$ cat src/logic/rp_pkg.sv
// Analog data path package
// Widths, stream and bus types, register map and the
// converter code helpers shared by the front and back end
`default_nettype none

package rp_pkg;

  //////////////////////////////
  // Widths
  //////////////////////////////

  localparam int unsigned ADC_IN_W = 16;  // Raw ADC bus, 2 LSBs reserved
  localparam int unsigned ADC_W    = 14;  // Stream sample
  localparam int unsigned SUM_W    = 15;  // Sum before saturation
  localparam int unsigned SYS_AW   = 20;  // System bus address
  localparam int unsigned SYS_DW   = 32;  // System bus data
  localparam int unsigned PWM_CH   = 4;   // PWM outputs
  localparam int unsigned PWM_W    = 8;   // PWM level

  // Vector types
  typedef logic        [ADC_IN_W-1:0] adc_raw_t;
  typedef logic        [ADC_W-1:0]    dac_code_t;  // Offset, negative slope
  typedef logic signed [ADC_W-1:0]    sample_t;
  typedef logic signed [SUM_W-1:0]    sum_t;
  typedef logic        [SYS_AW-1:0]   sys_addr_t;
  typedef logic        [SYS_DW-1:0]   sys_data_t;
  typedef logic        [PWM_W-1:0]    pwm_level_t;

  // Grouped signals
  typedef struct packed { sample_t   a; sample_t   b; } chan_pair_t;
  typedef struct packed { adc_raw_t  a; adc_raw_t  b; } adc_pair_t;
  typedef struct packed { dac_code_t a; dac_code_t b; } dac_pair_t;

  typedef struct packed {
    sys_addr_t addr;
    sys_data_t wdata;
    logic      wen;   // One-cycle write strobe
    logic      ren;   // One-cycle read strobe
  } sys_req_t;

  typedef struct packed {
    sys_data_t rdata;
    logic      ack;
    logic      err;   // Unmapped address
  } sys_rsp_t;

  typedef struct packed {
    pwm_level_t [PWM_CH-1:0] level;
  } pwm_cfg_t;

  //////////////////////////////
  // Register map
  //////////////////////////////

  localparam sys_data_t BOARD_ID    = 32'h0A14_2A10;
  localparam sys_addr_t REG_ID      = 20'h00000;  // RO
  localparam sys_addr_t REG_DIGLOOP = 20'h00004;  // Bit 0 loopback
  localparam sys_addr_t REG_PWM0    = 20'h00020;
  localparam sys_addr_t REG_PWM1    = 20'h00024;
  localparam sys_addr_t REG_PWM2    = 20'h00028;
  localparam sys_addr_t REG_PWM3    = 20'h0002C;

  // Offset negative-slope code to two's complement
  // Keep MSB, invert the rest; the mapping is its own inverse
  function automatic sample_t code_to_sample(dac_code_t code);
    return {code[ADC_W-1], ~code[ADC_W-2:0]};
  endfunction

  function automatic dac_code_t sample_to_code(sample_t smp);
    return {smp[ADC_W-1], ~smp[ADC_W-2:0]};
  endfunction

endpackage : rp_pkg

`default_nettype wire

$ cat src/logic/sys_regs.sv
// System bus register block
// Housekeeping registers (board ID, digital loopback) and the
// four PWM level registers behind one decoder
// Response is registered, ack one cycle after the strobe
`timescale 1ns/1ps
`default_nettype none

module sys_regs (
  input  wire logic             arst_n_i,
  input  wire logic             adc_clk,
  input  rp_pkg::sys_req_t      sys_req_i,     // Bus request
  output rp_pkg::sys_rsp_t      sys_rsp_o,     // Registered response
  output      logic             digital_loop_o,
  output rp_pkg::pwm_cfg_t      pwm_cfg_o
);

  import rp_pkg::*;

  //////////////////////////////
  // Local signals
  //////////////////////////////

  logic      strobe;         // Any access this cycle
  logic      unmapped;       // Address outside the map
  sys_data_t rdata_d;        // Read mux
  sys_data_t rdata_q;
  logic      ack_q;
  logic      err_q;
  logic      loop_q;         // Loopback enable
  pwm_cfg_t  pwm_cfg_q;      // PWM levels

  assign strobe = sys_req_i.wen | sys_req_i.ren;

  // Address decode and read data
  always_comb
  begin
    rdata_d  = '0;
    unmapped = 1'b0;
    case (sys_req_i.addr)
      REG_ID:      rdata_d = BOARD_ID;
      REG_DIGLOOP: rdata_d = sys_data_t'(loop_q);
      REG_PWM0:    rdata_d = sys_data_t'(pwm_cfg_q.level[0]);  // Upper bits zero
      REG_PWM1:    rdata_d = sys_data_t'(pwm_cfg_q.level[1]);
      REG_PWM2:    rdata_d = sys_data_t'(pwm_cfg_q.level[2]);
      REG_PWM3:    rdata_d = sys_data_t'(pwm_cfg_q.level[3]);
      default:     unmapped = 1'b1;
    endcase
  end

  //////////////////////////////
  // Register writes
  //////////////////////////////

  always_ff @(posedge adc_clk or negedge arst_n_i)
  begin
    if (!arst_n_i)
    begin
      loop_q    <= 1'b0;
      pwm_cfg_q <= '0;  // All outputs low
    end
    else if (sys_req_i.wen)
    begin
      // ID and unmapped writes fall through
      case (sys_req_i.addr)
        REG_DIGLOOP: loop_q             <= sys_req_i.wdata[0];
        REG_PWM0:    pwm_cfg_q.level[0] <= sys_req_i.wdata[PWM_W-1:0];
        REG_PWM1:    pwm_cfg_q.level[1] <= sys_req_i.wdata[PWM_W-1:0];
        REG_PWM2:    pwm_cfg_q.level[2] <= sys_req_i.wdata[PWM_W-1:0];
        REG_PWM3:    pwm_cfg_q.level[3] <= sys_req_i.wdata[PWM_W-1:0];
        default:     ;
      endcase
    end
  end

  //////////////////////////////
  // Response
  //////////////////////////////

  // Ack and err pulse one cycle after each strobe
  always_ff @(posedge adc_clk or negedge arst_n_i)
  begin
    if (!arst_n_i)
    begin
      ack_q <= 1'b0;
      err_q <= 1'b0;
    end
    else
    begin
      ack_q <= strobe;
      err_q <= strobe & unmapped;
    end
  end

  // Read data, zero on writes
  always_ff @(posedge adc_clk)
  begin
    if (strobe)
      rdata_q <= sys_req_i.ren ? rdata_d : '0;
  end

  assign sys_rsp_o.rdata = rdata_q;
  assign sys_rsp_o.ack   = ack_q;
  assign sys_rsp_o.err   = err_q;

  assign digital_loop_o  = loop_q;
  assign pwm_cfg_o       = pwm_cfg_q;

endmodule : sys_regs

`default_nettype wire

$ cat src/logic/adc_frontend.sv
// ADC front end
// Registers both ADC buses, drops the reserved LSBs and turns
// the negative-slope offset code into two's complement
// Digital loopback swaps in the DAC sum stream
`timescale 1ns/1ps
`default_nettype none

module adc_frontend (
  input  wire logic          arst_n_i,
  input  wire logic          adc_clk,
  input  rp_pkg::adc_pair_t  adc_dat_i,       // Raw converter buses
  input  wire logic          digital_loop_i,
  input  rp_pkg::chan_pair_t dac_sum_i,       // Saturated DAC sums
  output rp_pkg::chan_pair_t adc_dat_o
);

  import rp_pkg::*;

  dac_code_t  raw_a_q;   // Upper 14 bits, CH A
  dac_code_t  raw_b_q;   // Upper 14 bits, CH B
  chan_pair_t adc_conv;

  // Input register, 2 LSBs reserved on the 16-bit bus
  always_ff @(posedge adc_clk or negedge arst_n_i)
  begin
    if (!arst_n_i)
    begin
      raw_a_q <= '0;
      raw_b_q <= '0;
    end
    else
    begin
      raw_a_q <= adc_dat_i.a[ADC_IN_W-1:ADC_IN_W-ADC_W];
      raw_b_q <= adc_dat_i.b[ADC_IN_W-1:ADC_IN_W-ADC_W];
    end
  end

  assign adc_conv.a = code_to_sample(raw_a_q);  // Sign kept, rest inverted
  assign adc_conv.b = code_to_sample(raw_b_q);

  // Loopback path is combinational, same cycle as the DAC inputs
  assign adc_dat_o = digital_loop_i ? dac_sum_i : adc_conv;

endmodule : adc_frontend

`default_nettype wire

$ cat src/logic/dac_backend.sv
// DAC back end
// Adds generator and controller streams per channel, saturates
// the 15-bit sum to 14 bits and registers the converter code
// in offset negative-slope format
`timescale 1ns/1ps
`default_nettype none

module dac_backend (
  input  wire logic          arst_n_i,
  input  wire logic          adc_clk,
  input  rp_pkg::chan_pair_t asg_dat_i,   // Generator stream
  input  rp_pkg::chan_pair_t pid_dat_i,   // Controller stream
  output rp_pkg::chan_pair_t dac_sum_o,   // Saturated sums, combinational
  output rp_pkg::dac_pair_t  dac_dat_o    // Registered DAC codes
);

  import rp_pkg::*;

  //////////////////////////////
  // Sum and saturation
  //////////////////////////////

  // Top two sum bits differ on overflow
  function automatic sample_t sat_add(sample_t x, sample_t y);
    sum_t s;
    s = sum_t'(x) + sum_t'(y);  // Sign extended
    if (s[SUM_W-1] != s[SUM_W-2])
      return {s[SUM_W-1], {(ADC_W-1){~s[SUM_W-1]}}};  // +8191 or -8192
    else
      return s[ADC_W-1:0];
  endfunction

  chan_pair_t dac_sum;
  dac_pair_t  dac_q;

  assign dac_sum.a = sat_add(asg_dat_i.a, pid_dat_i.a);
  assign dac_sum.b = sat_add(asg_dat_i.b, pid_dat_i.b);

  //////////////////////////////
  // Output register
  //////////////////////////////

  // 0x1FFF is the zero-volt code
  always_ff @(posedge adc_clk or negedge arst_n_i)
  begin
    if (!arst_n_i)
    begin
      dac_q.a <= 14'h1FFF;
      dac_q.b <= 14'h1FFF;
    end
    else
    begin
      dac_q.a <= sample_to_code(dac_sum.a);
      dac_q.b <= sample_to_code(dac_sum.b);
    end
  end

  assign dac_sum_o = dac_sum;
  assign dac_dat_o = dac_q;

endmodule : dac_backend

`default_nettype wire

$ cat src/logic/pwm_dac.sv
// PWM DAC
// Four 8-bit PWM modulators on one free-running period counter
// Levels are taken at the period start and hold for the period
`timescale 1ns/1ps
`default_nettype none

module pwm_dac (
  input  wire logic                 arst_n_i,
  input  wire logic                 adc_clk,
  input  rp_pkg::pwm_cfg_t          pwm_cfg_i,  // Levels from the register block
  output logic [rp_pkg::PWM_CH-1:0] pwm_o
);

  import rp_pkg::*;

  pwm_level_t              cnt_q;    // Period counter, 0..255
  pwm_cfg_t                lvl_q;    // Levels for the running period
  pwm_cfg_t                lvl_sel;  // Level used this cycle
  logic       [PWM_CH-1:0] pwm_q;

  // New level straight from the config at counter 0
  assign lvl_sel = (cnt_q == '0) ? pwm_cfg_i : lvl_q;

  always_ff @(posedge adc_clk or negedge arst_n_i)
  begin
    if (!arst_n_i)
    begin
      cnt_q <= '0;
      lvl_q <= '0;
      pwm_q <= '0;
    end
    else
    begin
      cnt_q <= cnt_q + 1'b1;  // Wraps at 255
      lvl_q <= lvl_sel;
      for (int i = 0; i < PWM_CH; i++)
        pwm_q[i] <= cnt_q < lvl_sel.level[i];  // High for level cycles of 256
    end
  end

  assign pwm_o = pwm_q;

endmodule : pwm_dac

`default_nettype wire

$ cat src/logic/rp_analog_top.sv
// Two-channel analog data path, top level
// ADC front end with digital loopback, DAC back end with
// saturation, system-bus registers and four PWM outputs
// Single clock domain
`timescale 1ns/1ps
`default_nettype none

module rp_analog_top (
  input  wire logic                 arst_n_i,
  input  wire logic                 adc_clk,
  // System bus
  input  rp_pkg::sys_req_t          sys_req_i,
  output rp_pkg::sys_rsp_t          sys_rsp_o,
  // ADC
  input  rp_pkg::adc_pair_t         adc_dat_i,  // Raw converter buses
  // Streams
  input  rp_pkg::chan_pair_t        asg_dat_i,  // Generator samples
  input  rp_pkg::chan_pair_t        pid_dat_i,  // Controller samples
  output rp_pkg::chan_pair_t        adc_dat_o,  // To scope and controller
  // DAC
  output rp_pkg::dac_pair_t         dac_dat_o,
  // PWM
  output logic [rp_pkg::PWM_CH-1:0] pwm_o
);

  import rp_pkg::*;

  //////////////////////////////
  // Local signals
  //////////////////////////////

  logic       digital_loop;  // ADC stream replaced by DAC stream
  pwm_cfg_t   pwm_cfg;
  chan_pair_t dac_sum;       // Saturated sums for loopback

  //////////////////////////////
  // Housekeeping and PWM regs
  //////////////////////////////

  sys_regs i_sys_regs (
    .arst_n_i       (arst_n_i),
    .adc_clk        (adc_clk),
    .sys_req_i      (sys_req_i),
    .sys_rsp_o      (sys_rsp_o),
    .digital_loop_o (digital_loop),
    .pwm_cfg_o      (pwm_cfg)
  );

  //////////////////////////////
  // ADC and DAC
  //////////////////////////////

  adc_frontend i_adc_frontend (
    .arst_n_i       (arst_n_i),
    .adc_clk        (adc_clk),
    .adc_dat_i      (adc_dat_i),
    .digital_loop_i (digital_loop),
    .dac_sum_i      (dac_sum),
    .adc_dat_o      (adc_dat_o)
  );

  dac_backend i_dac_backend (
    .arst_n_i  (arst_n_i),
    .adc_clk   (adc_clk),
    .asg_dat_i (asg_dat_i),
    .pid_dat_i (pid_dat_i),
    .dac_sum_o (dac_sum),
    .dac_dat_o (dac_dat_o)
  );

  //////////////////////////////
  // PWM outputs
  //////////////////////////////

  pwm_dac i_pwm_dac (
    .arst_n_i  (arst_n_i),
    .adc_clk   (adc_clk),
    .pwm_cfg_i (pwm_cfg),
    .pwm_o     (pwm_o)
  );

endmodule : rp_analog_top

`default_nettype wire

$ cat config.mk
export PLATFORM = sky130hd
export DESIGN_NAME = rp_analog_top
export DESIGN_NICKNAME = d
export VERILOG_FILES = /design/src/logic/rp_pkg.sv /design/src/logic/sys_regs.sv /design/src/logic/adc_frontend.sv /design/src/logic/dac_backend.sv /design/src/logic/pwm_dac.sv /design/src/logic/rp_analog_top.sv
export SDC_FILE = /design/constraint.sdc
export NUM_CORES = 1
export LEC_CHECK = 0
export BUFFER_PORTS_ARGS = -buffer_cell sky130_fd_sc_hd__buf_2
export CORE_AREA = 10 10 137 139
export DETAILED_ROUTE_END_ITERATION = 10
export DIE_AREA = 0 0 147 149
export PLACE_DENSITY = 0.8
export SETUP_SLACK_MARGIN = 0.02
export SYNTH_ARGS = -nofsm -noshare
export SYNTH_HDL_FRONTEND = slang
export SYNTH_HIERARCHICAL = 1
export SYNTH_SLANG_ARGS = --single-unit
$ cat constraint.sdc
create_clock -name adc_clk -period 3.95 [get_ports adc_clk]
set_input_delay 0.5925 -clock adc_clk [delete_from_list [all_inputs] [get_ports adc_clk]]
set_output_delay 0.5925 -clock adc_clk [all_outputs]
set_load 0.02 [all_outputs]
==> results.cfg, run 1 <==
[run_status]
status = finished clean

[worst_setup_path]
r2r_slack_ns = 0.61
timing.rr.start = i_pwm_dac/cnt_q[0]
critical_path.top_delay_family = compound AO/OA/AOI/OAI gates
critPathCaptureType = output pin
crit_arrival_ns = 3.22
rr_worst_depth = 11
slowest_delay_ns = 0.42
path_depth = 13
crit_path_start_kind = input port
crit_chain = buf_2 -> ha_1 -> fa_1 -> a21o_1 -> a21o_1 -> a211oi_2 -> nor2_2 -> a21bo_2 -> a31o_4 -> o21a_1 -> nand2_1 -> o21ai_2 -> buf_2
crit_path_end = adc_dat_o[15]
critical_path_class = input port to output pin
cp_slowest_cell = fa_1
r2r_end = i_pwm_dac/pwm_o[2]
worst-path-max-fanout = 19
worstSetupStartpoint = asg_dat_i[14]
crit_buf_inv = 2
critPathRequiredTime_ns = 3.36

[synth]
ys_warn_count = 6
synth_area_leader_cell = dfrtp_1
synth_top_area_frac = 0.327
yosysMostFrequentCell = dfrtp_1
synth-seq-cells = 144
synthTopCellsByCount = 109 x dfrtp_1, 62 x nand2_1, 58 x ha_1
async_flop_share = 0.938
syn-instance-count = 735
yosysSeqAreaShare = 0.441
yosys-top-cells-area = dfrtp_1 33%, ha_1 8.7%, dfstp_2 8.2%
synth_edf_count = 9
synth_cell_types = 72
syn_area_sq_mm = 0.00834
synth.avg_cell_area_sq_um = 11.3
synth_flop_cell = dfrtp_1

[clocking]
cts_max_level = 4
cts_sinks = 144
tritoncts = yes
root_buffer = clkbuf_16
clkLatencyLatePin_ns = 0.41
cts.clk_slew.worst_paths_ns = 0.06
cts_buffers = 17
clock_tree.buffer_depth = 2
ctsHoldBuffers = 0

[detailed_routing]
viasPerCell = 5.37
drt_pass1_iterations = 5
drt-initial-drc-count = 339
drc_errors = 0
ant_nets = 0
wire_per_inst_um = 18.5
num_vias = 6259
totalWireLength_mm = 21.6

[grt]
grt_pass1_wl_mm = 33.1
antenna_found_initial = 0
grt_pass1_vias = 6314
grt_max_degree = 110
overflow = 0
track_usage = 0.188

[final_layout]
nets = 1136
diodes = 0
drive_gt1_frac = 0.390
area_growth_pct = 20.4

[pwr]
p_comb_frac = 0.210
swShare = 0.292
finalPower_w = 0.00410
p_clk_frac = 0.383
leakage_nw = 5.20
power_density_mw_per_mm2 = 408
p_switching_w = 0.00119
ir_drop_v = 0.000303
power.internal_w = 0.00290
power_frac_seq = 0.407

[placed_design]
gp_congestion = 0.859
dp_hpwl_mm = 16.3
pre_cts_ws_ns = -0.0561
io_buffers = 192

[timing]
finalCriticalPeriod_ns = 3.81
finalSetupViolCount = 0
fmax_mhz = 262
final_max_slew_viol_count = 0
worst_slack_ns = 0.137
worst_slew_pin_slew_ns = 0.974
timing.slew.headroom = 0.351
report.final.hold_viol_count = 0
rsz0062_at_grt = no
fin_crit_sh = 0.965
skew_ns = 0.00559

[floorplanning]
io_pins = 238
core-area_sq_mm = 0.0162
start_util = 0.516
die_h_um = 149
std_cell_rows = 47
die-area_sq_mm = 0.0219
die_width_um = 147

[hold_path]
hp-class = input port to flop
hold_start = adc_dat_i[25]

[flow_run]
maxCapViolCount = 0
## worst min-delay path by stage
stage                                     end  slack [ns]  cells past startpoint
finish              i_adc_frontend/raw_a_q[7]        0.28                      1
CTS                 i_adc_frontend/raw_a_q[7]        0.26                      1
detailed placement        i_pwm_dac/lvl_q[13]        0.48                      1
global placement          i_pwm_dac/lvl_q[15]        0.48                      2
floorplan           i_adc_frontend/raw_a_q[0]        0.30                      0
global route        i_adc_frontend/raw_a_q[3]        0.25                      1
## state kept, by name, indices dropped and copies added, names as in the netlist
name	flops
i_adc_frontend/raw_b_q	14
i_sys_regs/rdata_q	9
i_sys_regs/err_q	1
i_adc_frontend/raw_a_q	14
i_sys_regs/digital_loop_o	1
i_sys_regs/ack_q	1
i_dac_backend/dac_dat_o	28
i_sys_regs/pwm_cfg_o	32
i_pwm_dac/lvl_q	32
i_pwm_dac/pwm_o	4
i_pwm_dac/cnt_q	8
## metal layers
metal | global-route usage | vias to the layer above | wire length [um]
met2 | 0.333 | 194 | 11000
met4 | 0.0476 | 0 | 324
met1 | 0.220 | 3046 | 8890
met3 | 0.0552 | 26 | 1360
li1 | - | 2993 | -
met5 | 0 | - | 0
## final cells by class
class                           count  area [sq um]
Fill cell                        1299          6130
Timing Repair Buffer              206          1080
Clock inverter                     11           103
Inverter                           46           173
Tap cell                          220           275
Clock buffer                       21           482
Sequential cell                   144          3680
Multi-Input combinational cell    517          4240
## worst register-to-register path, cell delays in order (launching register included)
cell and delay (ns):
dfrtp_1 0.40, clkinv_1 0.29, ha_1 0.30, nor3b_2 0.20
nand2_4 0.43, mux2_2 0.42, inv_1 0.06, ha_1 0.24
a21oi_1 0.15, o21ai_0 0.17, or3b_2 0.48, o21bai_1 0.14
## kinds of logic (layout without fill, tap and decap cells)
group | count (synthesis) | count (layout) | share of synthesized area
other cells | 1 | 17 | 0.000450
xor+xnor | 25 | 25 | 0.0262
mux | 81 | 81 | 0.117
simple gates | 153 | 154 | 0.112
flops | 144 | 144 | 0.441
buf+inv | 92 | 284 | 0.0637
compound gates | 179 | 180 | 0.147
fa+ha+maj | 60 | 60 | 0.0918
## power by group through the flow
stage                     registers [W]  logic, W  clock network (W)
after floorplan                 0.00180  0.000456                  0
after global placement          0.00169  0.000825                  0
after detailed placement        0.00169  0.000837                  0
after CTS                       0.00167  0.000846            0.00160
after global routing            0.00167  0.000941            0.00167
final                           0.00167  0.000862            0.00157
## cell usage in the layout, fill, tap and decap left out, types with 13 or more instances in the layout
cell type	count
buf_2	191
dfrtp_1	108
nand2_1	62
ha_1	58
a21oi_1	52
inv_1	45
mux2i_1	31
mux2_2	31
dfstp_2	26
a21o_1	22
o21ai_2	21
nor2_1	20
clkbuf_16	18
conb_1	17
o21ai_0	16
o21ai_1	14
o21a_1	14
xor2_1	14
buf_4	13
## timing repair
action	4_1_cts	5_1_grt
buffers inserted	0	0
gates cloned	0	2
gates resized for setup	2	5
endpoints found under the setup margin	5	18
pin swaps	0	1
## through the flow
| step | setup TNS [ns] | instances | hold WS (ns) | utilization | area, sq um |
|---|---|---|---|---|---|
| 2_1_floorplan | 0 | 751 | 0.297 | - | 8400 |
| 3_3_place_gp | 0 | 1131 | 0.475 | 0.582 | 9400 |
| 3_5_place_dp | -0.0953 | 1131 | 0.482 | 0.582 | 9400 |
| 4_1_cts | 0 | 1163 | 0.258 | 0.619 | 10000 |
| 5_1_grt | 0 | 1165 | 0.255 | 0.621 | 10000 |
| 6_report | 0 | 1165 | 0.280 | 0.621 | 10000 |
(Power assumes the default switching activity.)
==> run 2: changes to the inputs <==
- MAX_ROUTING_LAYER: unset -> met4
- clock period: 3.95 -> 3.7 ns (I/O delays scaled with it)
==> run 2 against run 1 <==
Net effect: sequential share of layout area fell by 0.88 points; worst setup slack got worse by 0.080 ns; wire length rose by 2.8%; clock-buffer cell count shrank 2; clock skew grew 0.0072 ns; die area unchanged; non-clock buffer count increased by 22; critical endpoint is now adc_dat_o[22]; largest power group unchanged.
==> results.cfg, run 2 (synthesis gave the netlist of run 1 again) <==
[placed_design]
io_buffers = 192
gp_congestion = 0.894
dp_hpwl_mm = 16.6
pre_cts_ws_ns = -0.167

[pwr]
finalPower_w = 0.00449
power_density_mw_per_mm2 = 436
ir_drop_v = 0.000354
leakage_nw = 5.34

[clocking]
root_buffer = clkbuf_16
cts_buffers = 17
cts_max_level = 4
cts.clk_slew.worst_paths_ns = 0.07
tritoncts = yes
clkLatencyLatePin_ns = 0.42
cts_sinks = 144
clock_tree.buffer_depth = 2

[detailed_routing]
totalWireLength_mm = 22.2
drc_errors = 0
viasPerCell = 5.36
drt-initial-drc-count = 227
drt_pass1_iterations = 4
wire_per_inst_um = 18.6
num_vias = 6381
ant_nets = 0

[worst_setup_path]
r2r_end = i_pwm_dac/pwm_o[0]
critical_path.top_delay_family = compound AO/OA/AOI/OAI gates
crit_path_start_kind = input port
crit_buf_inv = 2
timing.rr.start = i_pwm_dac/cnt_q[0]
critPathCaptureType = output pin
crit_path_end = adc_dat_o[22]
rr_worst_depth = 10
cp_slowest_cell = a2111oi_1
slowest_delay_ns = 0.48
worst-path-max-fanout = 3
critical_path_class = input port to output pin
worstSetupStartpoint = asg_dat_i[14]
crit_chain = buf_2 -> ha_2 -> fa_2 -> a21o_1 -> a21o_1 -> a2111oi_1 -> or4b_1 -> nor2b_1 -> xnor2_1 -> a21o_1 -> nand2_1 -> o21ai_1 -> buf_2
r2r_slack_ns = 0.48
crit_arrival_ns = 3.09
path_depth = 13
cp_common_cell = a21o_1
critPathRequiredTime_ns = 3.14

[grt]
antenna_found_initial = 1
grt_max_degree = 104
grt_pass1_vias = 6454
track_usage = 0.198
overflow = 0
grt_pass1_wl_mm = 33.8

[hold_path]
hp-class = input port to flop

[final_layout]
drive_gt1_frac = 0.412
seqCellArea_sq_mm = 0.00368
multiInputGateArea_sq_mm = 0.00430
final_cell_mix = 188 x buf_2, 108 x dfrtp_1, 62 x nand2_1, 57 x ha_1, 50 x a21oi_1
area_growth_pct = 23.3
layout_commonest_cell = buf_2
nFillCells = 1268
nets = 1160

[floorplanning]
std_cell_rows = 47
start_util = 0.516
die_h_um = 149
io_pins = 238
core-area_sq_mm = 0.0162
die_width_um = 147
die-area_sq_mm = 0.0219

[timing]
final_max_slew_viol_count = 0
timing.slew.headroom = 0.375
worst_slack_ns = 0.0571
finalCriticalPeriod_ns = 3.64
whs_ns = 0.237
skew_ns = 0.0127
report.final.hold_viol_count = 0
rsz0062_at_grt = yes
finalSetupViolCount = 0
worst_slew_pin_slew_ns = 0.938
fin_crit_sh = 0.985
fmax_mhz = 275

[flow_run]
maxCapViolCount = 0

[run_status]
status = finished clean
## run 2: cell count changes in the layout (fill, tap and decap cells not counted), sizes merged
cell	previous run	this run
clkinvlp	3	1
diode	0	1
buf	206	228
clkinv	5	6
clkbuf	21	19
a31o	1	3
inv	48	50
bufinv	1	2
## run 2: power breakdown
part	leakage, nW	internal (W)	total, W	switching, W
sequential	1.80	0.00174	0.00178	0.0000352
clock	0.292	0.00103	0.00173	0.000701
combinational	3.24	0.000389	0.000980	0.000591
total	5.34	0.00316	0.00449	0.00133
## run 2: stage by stage
stage / cell area, sq um / utilization / setup TNS (ns) / instances
2_1_floorplan: 8400 / - / 0 / 751
3_3_place_gp: 9540 / 0.590 / -1.27 / 1149
3_5_place_dp: 9540 / 0.590 / -1.93 / 1149
4_1_cts: 10200 / 0.628 / 0 / 1181
5_1_grt: 10300 / 0.636 / -0.242 / 1190
6_report: 10300 / 0.636 / 0 / 1190
## run 2: metal layers
| layer | global-route usage | wire, um |
|---|---|---|
| met2 | 0.337 | 11300 |
| met4 | 0.0550 | 371 |
| met3 | 0.0546 | 1450 |
| met1 | 0.227 | 9060 |
| met5 | - | 0 |
## run 2: worst min-delay path by stage
| stage | startpoint | to | slack, ns | depth (start not counted) |
|---|---|---|---|---|
| global route | adc_dat_i[25] | i_adc_frontend/raw_a_q[7] | 0.22 | 1 |
| global placement | i_pwm_dac/lvl_q[15] | i_pwm_dac/lvl_q[15] | 0.47 | 2 |
| detailed placement | i_pwm_dac/lvl_q[7] | i_pwm_dac/lvl_q[7] | 0.48 | 2 |
| CTS | adc_dat_i[25] | i_adc_frontend/raw_a_q[7] | 0.21 | 1 |
| finish | adc_dat_i[28] | i_adc_frontend/raw_a_q[10] | 0.24 | 1 |
| floorplan | arst_n_i | i_adc_frontend/raw_a_q[0] | 0.26 | 0 |
## run 2: area by class of cell
class | instances | area share
Clock inverter | 13 | 0.0150
Antenna cell | 1 | 0.000243
Sequential cell | 144 | 0.358
Timing Repair Buffer | 228 | 0.123
Multi-Input combinational cell | 519 | 0.418
Inverter | 46 | 0.0168
Clock buffer | 19 | 0.0431
Tap cell | 220 | 0.0268
## run 2: what timing repair did
item | CTS | global route
pin swaps | 0 | 5
hold buffers | 0 | 0
setup buffers | 0 | 4
gates cloned | 0 | 4
gates resized for setup | 6 | 14
endpoints found under the setup margin | 23 | 24
